===== src/sound_params.svh =====
/* Sound unit register map
 * Bus addresses of NR10-NR52
 * Wave pattern RAM window and size
 * Master enable bit position in NR52
 */
`ifndef SOUND_PARAMS_SVH
`define SOUND_PARAMS_SVH

// Channel 1, tone with sweep
`define SOUND_ADDR_NR10 16'hFF10
`define SOUND_ADDR_NR11 16'hFF11
`define SOUND_ADDR_NR12 16'hFF12
`define SOUND_ADDR_NR13 16'hFF13
`define SOUND_ADDR_NR14 16'hFF14
// Channel 2, tone only (FF15 unmapped)
`define SOUND_ADDR_NR21 16'hFF16
`define SOUND_ADDR_NR22 16'hFF17
`define SOUND_ADDR_NR23 16'hFF18
`define SOUND_ADDR_NR24 16'hFF19
`define SOUND_ADDR_NR30 16'hFF1A // Channel 3, wave output
`define SOUND_ADDR_NR31 16'hFF1B
`define SOUND_ADDR_NR32 16'hFF1C
`define SOUND_ADDR_NR33 16'hFF1D
`define SOUND_ADDR_NR34 16'hFF1E
`define SOUND_ADDR_NR41 16'hFF20 // Channel 4, noise (FF1F unmapped)
`define SOUND_ADDR_NR42 16'hFF21
`define SOUND_ADDR_NR43 16'hFF22
`define SOUND_ADDR_NR44 16'hFF23
`define SOUND_ADDR_NR50 16'hFF24 // Master volume, Vin
`define SOUND_ADDR_NR51 16'hFF25 // Terminal routing
`define SOUND_ADDR_NR52 16'hFF26 // Master on/off
`define SOUND_WAVE_BASE  16'hFF30 // First wave RAM byte
`define SOUND_WAVE_BYTES 16 // 32 four-bit samples
`define SOUND_MASTER_BIT 7

`endif

===== src/sound_pkg.sv =====
/* Sound unit shared types
 * Field widths of the register map
 * Per-channel and mixer field structs
 * Per-block write strobe structs
 */
`include "sound_params.svh"

package sound_pkg;

   typedef logic [15:0] sound_addr_t; // CPU address bus
   typedef logic [7:0]  sound_byte_t; // Data bus, raw register
   typedef logic [10:0] sound_freq_t; // Channel frequency code
   typedef logic [3:0]  sound_vol_t;  // Envelope start volume
   typedef logic [5:0]  sound_len6_t; // Length of ch1, ch2, ch4
   typedef logic [`SOUND_WAVE_BYTES*8-1:0] sound_wave_t; // All samples
   typedef logic [$clog2(`SOUND_WAVE_BYTES)-1:0] sound_widx_t; // Wave RAM byte index

   // Square wave channel, NR10-NR14 or NR21-NR24
   typedef struct packed {
      logic [2:0]  sweep_time;      // 0 turns sweep off
      logic        sweep_decreasing;
      logic [2:0]  sweep_shifts;
      logic [1:0]  duty;            // 12.5, 25, 50, 75 percent
      sound_len6_t length;
      sound_vol_t  init_volume;
      logic        env_increasing;
      logic [2:0]  env_sweeps;      // 0 stops envelope
      logic        trigger;         // Restart, stored level
      logic        dont_loop;       // Stop when length expires
      sound_freq_t frequency;
   } sound_tone_t;

   // Noise channel, NR41-NR44
   typedef struct packed {
      sound_len6_t length;
      sound_vol_t  init_volume;
      logic        env_increasing;
      logic [2:0]  env_sweeps;
      logic [3:0]  shift_clock;     // Polynomial counter shift
      logic        counter_width;   // 1 selects 7-bit LFSR
      logic [2:0]  div_ratio;
      logic        trigger;
      logic        dont_loop;
   } sound_noise_t;

   // Wave channel, NR30-NR34 plus pattern RAM
   typedef struct packed {
      logic        enable;          // Playback on
      sound_byte_t length;          // Full 8-bit length
      logic [1:0]  output_level;    // Mute, 100, 50, 25 percent
      logic        trigger;
      logic        dont_loop;
      sound_freq_t frequency;
      sound_wave_t samples;         // FF30 in top byte
   } sound_wave_ch_t;

   // Mixer, NR50-NR52
   typedef struct packed {
      logic        so2_vin;
      logic [2:0]  so2_level;
      logic        so1_vin;
      logic [2:0]  so1_level;
      sound_byte_t routing;         // SO2 ch4..ch1, SO1 ch4..ch1
      logic        master_enable;
   } sound_mix_t;

   typedef struct packed {
      logic sweep;
      logic len_duty;
      logic env;
      logic freq_lo;
      logic freq_hi;
   } tone_wr_t;

   typedef struct packed {
      logic len;
      logic env;
      logic poly;
      logic ctrl;
   } noise_wr_t;

   typedef struct packed {
      logic        on;
      logic        len;
      logic        level;
      logic        freq_lo;
      logic        freq_hi;
      logic        ram;
      sound_widx_t ram_idx;
   } wave_wr_t;

   typedef struct packed {
      logic vol;
      logic route;
      logic ctrl;
   } mix_wr_t;

endpackage


===== src/sound_registers.sv =====
/* Sound unit register file, top level
 * Bus decoder feeding two tone blocks, noise, wave and mixer blocks
 * One field struct per channel plus the mixer
 */

module sound_registers
   import sound_pkg::*;
(
   input  logic           clk,
   input  logic           rst,
   input  sound_addr_t    addr,
   input  sound_byte_t    data,
   input  logic           w_enable,
   output sound_tone_t    ch1,
   output sound_tone_t    ch2,
   output sound_wave_ch_t ch3,
   output sound_noise_t   ch4,
   output sound_mix_t     mix
);

   tone_wr_t  ch1_wr;
   tone_wr_t  ch2_wr;
   noise_wr_t noise_wr;
   wave_wr_t  wave_wr;
   mix_wr_t   mix_wr;
   logic      clear;          // Sound-off pulse
   logic      master_enable;  // From NR52

   sound_bus_decode sound_bus_decode_i (
      .addr          (addr),
      .data          (data),
      .w_enable      (w_enable),
      .master_enable (master_enable),
      .ch1_wr        (ch1_wr),
      .ch2_wr        (ch2_wr),
      .noise_wr      (noise_wr),
      .wave_wr       (wave_wr),
      .mix_wr        (mix_wr),
      .clear         (clear)
   );

   // Channel 1 with sweep
   sound_tone_regs #(.HAS_SWEEP(1)) ch1_regs_i (
      .clk(clk), .rst(rst), .clear(clear), .wr(ch1_wr), .data(data), .regs(ch1)
   );

   sound_tone_regs #(.HAS_SWEEP(0)) ch2_regs_i ( // No NR20
      .clk(clk), .rst(rst), .clear(clear), .wr(ch2_wr), .data(data), .regs(ch2)
   );

   sound_wave_regs ch3_regs_i (
      .clk(clk), .rst(rst), .clear(clear), .wr(wave_wr), .data(data), .regs(ch3)
   );

   sound_noise_regs ch4_regs_i (
      .clk(clk), .rst(rst), .clear(clear), .wr(noise_wr), .data(data), .regs(ch4)
   );

   sound_mix_regs mix_regs_i (
      .clk           (clk),
      .rst           (rst),
      .clear         (clear),
      .wr            (mix_wr),
      .data          (data),
      .regs          (mix),
      .master_enable (master_enable)
   );

endmodule


===== src/sound_mix_regs.sv =====
/* Mixer and master registers
 * NR50 master volume and Vin, NR51 terminal routing
 * NR52 master enable bit, fed back to the decoder
 */
`include "sound_params.svh"

module sound_mix_regs
   import sound_pkg::*;
(
   input  logic        clk,
   input  logic        rst,
   input  logic        clear,
   input  mix_wr_t     wr,
   input  sound_byte_t data,
   output sound_mix_t  regs,
   output logic        master_enable
);

   always_ff @(posedge clk) begin
      if (rst) begin
         regs <= '0;
      end else begin
         if (clear) begin
            regs.so2_vin   <= 1'b0;
            regs.so2_level <= '0;
            regs.so1_vin   <= 1'b0;
            regs.so1_level <= '0;
            regs.routing   <= '0;
         end else begin
            if (wr.vol) begin
               {regs.so2_vin, regs.so2_level, regs.so1_vin, regs.so1_level} <= data;
            end
            if (wr.route) regs.routing <= data; // One bit per channel/terminal
         end
         // On-flags in bits 3-0 are status, not stored
         if (wr.ctrl) regs.master_enable <= data[`SOUND_MASTER_BIT];
      end
   end

   assign master_enable = regs.master_enable;

endmodule


===== src/sound_wave_regs.sv =====
/* Wave channel registers
 * NR30-NR34 control fields
 * 16-byte wave pattern RAM, untouched by sound-off clear
 */
`include "sound_params.svh"

module sound_wave_regs
   import sound_pkg::*;
(
   input  logic           clk,
   input  logic           rst,
   input  logic           clear,
   input  wave_wr_t       wr,
   input  sound_byte_t    data,
   output sound_wave_ch_t regs
);

   // Pattern RAM kept in the samples field, FF30 in the top byte
   always_ff @(posedge clk) begin
      if (rst) begin
         regs <= '0;
      end else begin
         if (clear) begin // Control fields only
            regs.enable       <= 1'b0;
            regs.length       <= '0;
            regs.output_level <= '0;
            regs.trigger      <= 1'b0;
            regs.dont_loop    <= 1'b0;
            regs.frequency    <= '0;
         end else begin
            if (wr.on)      regs.enable         <= data[7];
            if (wr.len)     regs.length         <= data;
            if (wr.level)   regs.output_level   <= data[6:5];
            if (wr.freq_lo) regs.frequency[7:0] <= data;
            if (wr.freq_hi) begin
               regs.trigger         <= data[7];
               regs.dont_loop       <= data[6];
               regs.frequency[10:8] <= data[2:0];
            end
         end
         // RAM bytes survive sound off
         if (wr.ram) begin
            regs.samples[(`SOUND_WAVE_BYTES - 1 - wr.ram_idx) * 8 +: 8] <= data;
         end
      end
   end

endmodule


===== src/sound_noise_regs.sv =====
/* Noise channel registers
 * NR41 length, NR42 envelope
 * NR43 polynomial counter, NR44 control
 */

module sound_noise_regs
   import sound_pkg::*;
(
   input  logic         clk,
   input  logic         rst,
   input  logic         clear,
   input  noise_wr_t    wr,
   input  sound_byte_t  data,
   output sound_noise_t regs
);

   always_ff @(posedge clk) begin
      if (rst || clear) begin
         regs <= '0;
      end else begin
         if (wr.len) begin
            regs.length <= data[5:0]; // Top two bits unused
         end
         if (wr.env) begin
            regs.init_volume    <= data[7:4];
            regs.env_increasing <= data[3];
            regs.env_sweeps     <= data[2:0];
         end
         // Shift clock, LFSR width, divider
         if (wr.poly) begin
            regs.shift_clock   <= data[7:4];
            regs.counter_width <= data[3];
            regs.div_ratio     <= data[2:0];
         end
         if (wr.ctrl) begin
            regs.trigger   <= data[7];
            regs.dont_loop <= data[6];
         end
      end
   end

endmodule


===== src/sound_tone_regs.sv =====
/* Square wave channel registers
 * Sweep (ch1 only), length/duty, envelope, frequency lo/hi
 * Fields kept unpacked in the output struct
 */

module sound_tone_regs
   import sound_pkg::*;
#(
   parameter int HAS_SWEEP = 1 // 1 for ch1, 0 for ch2
) (
   input  logic        clk,
   input  logic        rst,
   input  logic        clear,
   input  tone_wr_t    wr,
   input  sound_byte_t data,
   output sound_tone_t regs
);

   always_ff @(posedge clk) begin
      if (rst || clear) begin
         regs <= '0;
      end else begin
         // NR10, absent on ch2 so fields hold reset value
         if ((HAS_SWEEP != 0) && wr.sweep) begin
            regs.sweep_time       <= data[6:4];
            regs.sweep_decreasing <= data[3];
            regs.sweep_shifts     <= data[2:0];
         end

         if (wr.len_duty) begin // NR11/NR21
            regs.duty   <= data[7:6];
            regs.length <= data[5:0];
         end

         if (wr.env) begin // NR12/NR22
            regs.init_volume    <= data[7:4];
            regs.env_increasing <= data[3];
            regs.env_sweeps     <= data[2:0];
         end

         // Low byte of 11-bit frequency
         if (wr.freq_lo) begin
            regs.frequency[7:0] <= data;
         end

         if (wr.freq_hi) begin // NR14/NR24
            regs.trigger         <= data[7]; // Kept as level
            regs.dont_loop       <= data[6];
            regs.frequency[10:8] <= data[2:0]; // Bits 5-3 unused
         end
      end
   end

endmodule


===== src/sound_bus_decode.sv =====
/* Sound bus decoder
 * Address compare against NR10-NR52 and the wave RAM window
 * One-hot write strobes per register block
 * Master enable gating and NR52 clear pulse
 */
`include "sound_params.svh"

module sound_bus_decode
   import sound_pkg::*;
(
   input  sound_addr_t addr,
   input  sound_byte_t data,
   input  logic        w_enable,
   input  logic        master_enable,
   output tone_wr_t    ch1_wr,
   output tone_wr_t    ch2_wr,
   output noise_wr_t   noise_wr,
   output wave_wr_t    wave_wr,
   output mix_wr_t     mix_wr,
   output logic        clear
);

   sound_addr_t wave_off;
   logic        wave_hit;

   // Below the base wraps to a large offset, so one compare covers the window
   assign wave_off = addr - `SOUND_WAVE_BASE;
   assign wave_hit = wave_off < sound_addr_t'(`SOUND_WAVE_BYTES);

   always_comb begin
      ch1_wr   = '0;
      ch2_wr   = '0;
      noise_wr = '0;
      wave_wr  = '0;
      mix_wr   = '0;
      wave_wr.ram_idx = sound_widx_t'(wave_off); // Low address bits
      if (w_enable) begin
         // Register strobes follow the master enable
         case (addr)
            `SOUND_ADDR_NR10: ch1_wr.sweep      = master_enable;
            `SOUND_ADDR_NR11: ch1_wr.len_duty   = master_enable;
            `SOUND_ADDR_NR12: ch1_wr.env        = master_enable;
            `SOUND_ADDR_NR13: ch1_wr.freq_lo    = master_enable;
            `SOUND_ADDR_NR14: ch1_wr.freq_hi    = master_enable;
            `SOUND_ADDR_NR21: ch2_wr.len_duty   = master_enable;
            `SOUND_ADDR_NR22: ch2_wr.env        = master_enable;
            `SOUND_ADDR_NR23: ch2_wr.freq_lo    = master_enable;
            `SOUND_ADDR_NR24: ch2_wr.freq_hi    = master_enable;
            `SOUND_ADDR_NR30: wave_wr.on        = master_enable;
            `SOUND_ADDR_NR31: wave_wr.len       = master_enable;
            `SOUND_ADDR_NR32: wave_wr.level     = master_enable;
            `SOUND_ADDR_NR33: wave_wr.freq_lo   = master_enable;
            `SOUND_ADDR_NR34: wave_wr.freq_hi   = master_enable;
            `SOUND_ADDR_NR41: noise_wr.len      = master_enable;
            `SOUND_ADDR_NR42: noise_wr.env      = master_enable;
            `SOUND_ADDR_NR43: noise_wr.poly     = master_enable;
            `SOUND_ADDR_NR44: noise_wr.ctrl     = master_enable;
            `SOUND_ADDR_NR50: mix_wr.vol        = master_enable;
            `SOUND_ADDR_NR51: mix_wr.route      = master_enable;
            `SOUND_ADDR_NR52: mix_wr.ctrl       = 1'b1; // Always reachable
            default: ;                                  // FF15, FF1F, FF27.. ignored
         endcase
         // Wave RAM stays writable with sound off
         wave_wr.ram = wave_hit;
      end
   end

   // Turning sound off wipes every register but the wave RAM
   assign clear = w_enable && (addr == `SOUND_ADDR_NR52) && !data[`SOUND_MASTER_BIT];

endmodule


===== config.mk =====
export PLATFORM = sky130hd
export DESIGN_NAME = sound_registers
export DESIGN_NICKNAME = d
export VERILOG_FILES = /design/src/sound_pkg.sv /design/src/sound_registers.sv /design/src/sound_mix_regs.sv /design/src/sound_wave_regs.sv /design/src/sound_noise_regs.sv /design/src/sound_tone_regs.sv /design/src/sound_bus_decode.sv
export VERILOG_INCLUDE_DIRS = /design/src
export SDC_FILE = /design/constraint.sdc
export NUM_CORES = 1
export LEC_CHECK = 0
export ABC_AREA = 1
export BUFFER_PORTS_ARGS = -buffer_cell sky130_fd_sc_hd__buf_2
export CELL_PAD_IN_SITES_DETAIL_PLACEMENT = 0
export CELL_PAD_IN_SITES_GLOBAL_PLACEMENT = 2
export CORE_ASPECT_RATIO = 1.5
export CORE_UTILIZATION = 30
export DETAILED_ROUTE_END_ITERATION = 8
export PLACE_DENSITY = 0.93
export RECOVER_POWER = 50
export SYNTH_ARGS = -nofsm -noshare
export SYNTH_HDL_FRONTEND = slang
export SYNTH_SLANG_ARGS = --single-unit

===== constraint.sdc =====
create_clock -name clk -period 5 [get_ports clk]
set_input_delay 1.25 -clock clk [delete_from_list [all_inputs] [get_ports clk]]
set_output_delay 1.25 -clock clk [all_outputs]
set_load 0.005 [all_outputs]

After elaboration in Yosys (flattened, before gate mapping)
Index checks and enable logic that the tools add are counted.
- register bits: 258
- output and inout port bits: 265
- word-level logic and storage cells: 103
- add/sub/neg operators: 3
- $lt $le $gt $ge: 1
- equal/unequal tests: 21
- shift-type cells: 2
- mux-type cells: 27
- reduce and logical (&&, ||, !) cells: 5
- operators by type and width (operator ; count):
    $eq 16x16->1 const B ; 21
    $bwmux 128 ; 1
    $shift 8x34->128 const A ; 1
    $shiftx 8x34->128 ; 1
    $neg 32->34 ; 1
    $mux 1 ; 21
    $lt 16x5->1 const B ; 1
    $sub 16x16->16 const B ; 1
    $mux 4 ; 2
    $mux 6 ; 1
    $mux 5 ; 1
    $sub 4x4->5 const A ; 1
    $mux 3 ; 1
    $logic_and 1x1->1 ; 2
    $reduce_or 2->1 ; 1
    $logic_not 1->1 ; 1
    $logic_or 1x1->1 ; 1

Depth between registers and ports, before layout
- depth in word-level cells: 5
- depth in mapped cells: 14
- mapped depth without buffers: 12

Hierarchy
From an unflattened synthesis, not the netlist that was laid out.
- cells, all modules: 1736
- area, all modules: 11581.1 um^2
- by module, submodules not included (module ; times used ; cells an instance ; area an instance (um^2)):
    sound_wave_regs ; 1 ; 1043 ; 6924.1
    sound_tone_regs (ch1_regs_i) ; 1 ; 200 ; 1401.3
    sound_tone_regs (ch2_regs_i) ; 1 ; 172 ; 1174.9
    sound_noise_regs ; 1 ; 136 ; 954.7
    sound_mix_regs ; 1 ; 101 ; 699.4
    sound_bus_decode ; 1 ; 84 ; 426.7

Worst setup path after synthesis
Ideal clock, no wire load.
- path type: input to register
- from: in addr[0]
- to: reg ch3_regs_i.regs[64] in the netlist's numbering
- arrival: 3.169 ns
- path slack: 1.717 ns
- stages on the path: 13
- buffers on the path: 3
- cell sequence: inv_1 -> clkbuf_1 -> nor3_1 -> ha_1 -> buf_2 -> inv_1 -> nor2_8 -> inv_4 -> nor2_8 -> nand2_2 -> buf_2 -> a21oi_1 -> nor2_1
- cells in the longest elaborated chain, start to end: 5
- elaborated cells between the ends (all ways): 8
- those cells by class: add/sub (3); order compare (1); shift (2); mux (2)
- ends and longest elaborated chain (item ; line ; source):
    from (decl) ; sound_registers.sv:11 ; input sound_addr_t addr,
    $sub 16x16->16 (no source line) (*) ; -- ;
    $sub 4x4->5 (no source line) ; -- ;
    $neg 32->34 ; sound_wave_regs.sv:43 ; regs.samples[(`SOUND_WAVE_BYTES - 1 - wr.ram_idx) * 8 +: 8] <= data;
    $shiftx 8x34->128 / $shift 8x34->128 (equally long branches) ; sound_wave_regs.sv:43 ;
    $bwmux 128 ; sound_wave_regs.sv:43 ;
    to (decl) ; sound_wave_regs.sv:15 ; output sound_wave_ch_t regs
Every way passes the cells marked *; elsewhere a longest branch is shown, timed or not.
A chain may end at the register's enable or synchronous reset.

Worst setup path after layout
- from: in addr[0]
- to: reg ch3_regs_i.regs[119] in the netlist's numbering
The elaborated chain is that of the path after synthesis.

==> impl_metrics.yaml <==
pwr:
  p_leak_nw: 6.08
  irDropWorstVdd_mv: 0.221
  p_per_area_nw_per_um2: 319
synth:
  ys_ff_latch: 258
  syn-instance-count: 1599
  syn-mean-instance-area_um2: 6.81
  synthDominantCellAreaShare: 0.474
  muxShareOfSynthArea: 0
  synth.distinct_cells: 29
  synth_top_cell_by_area: "dfxtp_1"
  synth_warnings: 0
  synth_area_leaders: "dfxtp_1 (47%), nand2_1 (17%), nor2_1 (9.7%)"
  synth_compound_area_frac: 0.0857
  synth_xor_area_frac: 0
  synth_top_family_by_area: "simple AND/OR/NAND/NOR gates"
  synthAdderAreaFrac: 0.00574
  synth_simple_gate_area_frac: 0.339
  ys_seq_area_frac: 0.474
  netlist_area_um2: 10900
timing:
  worst_pin_slew_ns: 0.929
  slew-limit-headroom: 0.380
  skew_ns: 0.0149
  rsz0062_at_grt: "no"
  fmax_mhz: 277
  hold_viol_final: 0
  setup_viol: 0
  final.min_clock_period_ns: 3.61
  tns_ns: 0
  fin_crit_sh: 0.722
  slew_violations: 0
  holdWs_ns: 0.460
layout:
  seqCellArea_um2: 5160
  multiInputGateArea_um2: 4720
  final_cell_mix: "nand2_1 (497), nor2_1 (281), dfxtp_1 (258), a21oi_1 (162), inv_1 (159)"
  final_util: 0.371
  drive_above_1_share: 0.130
  nets: 1877
  fillerInstances: 3991
  final_common_cell: "nand2_1"
  syn_to_final_growth_pct: 22.0
floorplanning:
  dieArea_um2: 37100
  io_pins: 292
  core-area_um2: 35800
  start_util: 0.304
  core.rowCount: 85
  fp.dieH_um: 235
  dieWidth_um: 158
worst_setup_path:
  start_kind: "input port"
  cp_num_buf_inv: 3
  r2r-start: "mix_regs_i.master_enable"
  critPathArrivalTime_ns: 4.05
  crit_family: "simple AND/OR/NAND/NOR gates"
  rr_endpoint: "ch1_regs_i.regs[3]"
  critPathSlowestCell: "nor2_2"
  reg2reg_slack_ns: 3.09
  critPathRequiredTime_ns: 5.44
  crit_fanout: 25
  ff2ff_path_depth: 8
  crit_chain: "buf_2 > inv_1 > nor3_1 > ha_1 > inv_1 > nand3_1 > nor2_2 > nand2_1 > nand2_1 > nor2_1"
  cp-end-kind: "flop"
  crit_type: "input port to flop"
  slowest_delay_ns: 0.61
clock_network:
  clockRootBuffer: "clkbuf_16"
  numCtsBuffers: 27
  ctsHoldBuffers: 0
  htree_levels: 1
  cts_tree: "built"
  insertion_delay_ns: 0.55
  postCtsSetupBuffers: 0
  cts.sinks: 258
  cts.clk_slew.worst_paths_ns: 0.07
  ctsResizeCount: 0
  clockBufferDepth: 3
routing:
  vias: 10500
  wirelength_mm: 37.3
  drc: 0
  ant_nets: 0
  wire_per_inst_um: 15.9
  drt-vias-per-instance: 4.48
  drt-initial-drc-count: 633
  dr.pass1.iters: 5
min_path:
  hold-path-endpoint: "ch1_regs_i.regs[19]"
  holdCritPathClass: "flop to flop"
  worstHoldStart: "ch1_regs_i.regs[19]"
  hold-path-cell-count: 2
global_route:
  grt_pass1_vias: 9749
  grt_remaining_overflow: 0
  track_usage: 0.195
  grt_pass1_wl_mm: 55.7
  grt_max_degree: 67
  antenna_found_initial: 2
run:
  maxCapViolations: 0
place:
  port_buffers: 284
  hpwl_mm: 27.1
  gp_congestion: 0.803
outcome:
  status: "finished clean"
[flip-flops by register name, summed over array words and instances, names as in the netlist]
name                      cells
mix_regs_i.master_enable      1
ch2_regs_i.regs              29
ch3_regs_i.regs             152
ch1_regs_i.regs              36
ch4_regs_i.regs              24
mix_regs_i.regs              16
[worst max-delay path by stage]
stage	from	end	slack, ns	cells past startpoint
5_1_grt	addr[0]	ch3_regs_i.regs[115]	1.13	10
2_1_floorplan	addr[0]	ch3_regs_i.regs[64]	1.72	13
3_5_place_dp	addr[0]	ch3_regs_i.regs[119]	0.84	10
6_report	addr[0]	ch3_regs_i.regs[119]	1.39	10
4_1_cts	addr[0]	ch3_regs_i.regs[119]	1.42	10
3_3_place_gp	addr[0]	ch3_regs_i.regs[2]	0.94	10
[final cells by class]
| class | count | share of cell area |
|---|---|---|
| well taps | 478 | 0.0450 |
| multi-input cells | 1098 | 0.355 |
| inverters | 166 | 0.0472 |
| diodes | 1 | 0.000188 |
| repair buffers | 294 | 0.0996 |
| clock inverters | 10 | 0.00678 |
| clock buffers | 36 | 0.0571 |
| flip-flops and latches | 258 | 0.389 |
[routing by layer]
| layer | up-vias | part of all wire | routed length [µm] | track usage |
|---|---|---|---|---|
| met3 | 57 | 0.057 | 2110 | 0.0374 |
| met5 | - | 0.00035 | 13 | 0 |
| li1 | 5388 | - | - | - |
| met4 | 2 | 0.026 | 971 | 0.0571 |
| met2 | 278 | 0.52 | 19300 | 0.366 |
| met1 | 4767 | 0.40 | 14900 | 0.219 |
[synthesized netlist by cell type (all sizes together)]
cell type and n:
nor3 32, nand3 31, dfxtp 258, nor2 300, a31oi 1, o21ai 22
clkbuf 38, nand2 503, conb 1, ha 5, nor4 7, o22ai 1
buf 45, or2 14, nand4 13, inv 166, a21oi 162
[through the flow]
step | setup slack [ns] | cells | power, W | cell area (µm²)
floorplan | 1.72 | 1605 | 0.00225 | 10900
global placement | 0.942 | 2294 | 0.00232 | 12600
detailed placement | 0.841 | 2294 | 0.00232 | 12600
CTS | 1.42 | 2340 | 0.00430 | 13500
global route | 1.13 | 2340 | 0.00439 | 13300
finish | 1.39 | 2341 | 0.00425 | 13300
[logic make-up after synthesis]
group,count (synthesis)
buffers and inverters,249
adders and majority gates,5
AOI/OAI and AO/OA,186
DFF,258
other,1
and+or+nand+nor,900
[power breakdown]
group / switching (W) / leakage [nW] / internal [W] / total [W]
clock network: 0.000859 / 0.424 / 0.00112 / 0.00197
logic: 0.000178 / 3.58 / 0.0000391 / 0.000217
registers: 0.00000000838 / 2.08 / 0.00205 / 0.00205
total: 0.00104 / 6.08 / 0.00321 / 0.00425
[worst reg2reg max path: cells and delay by family, from the launching register on]
kind / cells / cell delay [ns]
DFF: 1 / 0.35
AOI/OAI and AO/OA: 1 / 0.12
and+or+nand+nor: 6 / 1.09
buffers and inverters: 1 / 0.25
Note: power is estimated with default switching activity, not from simulation.
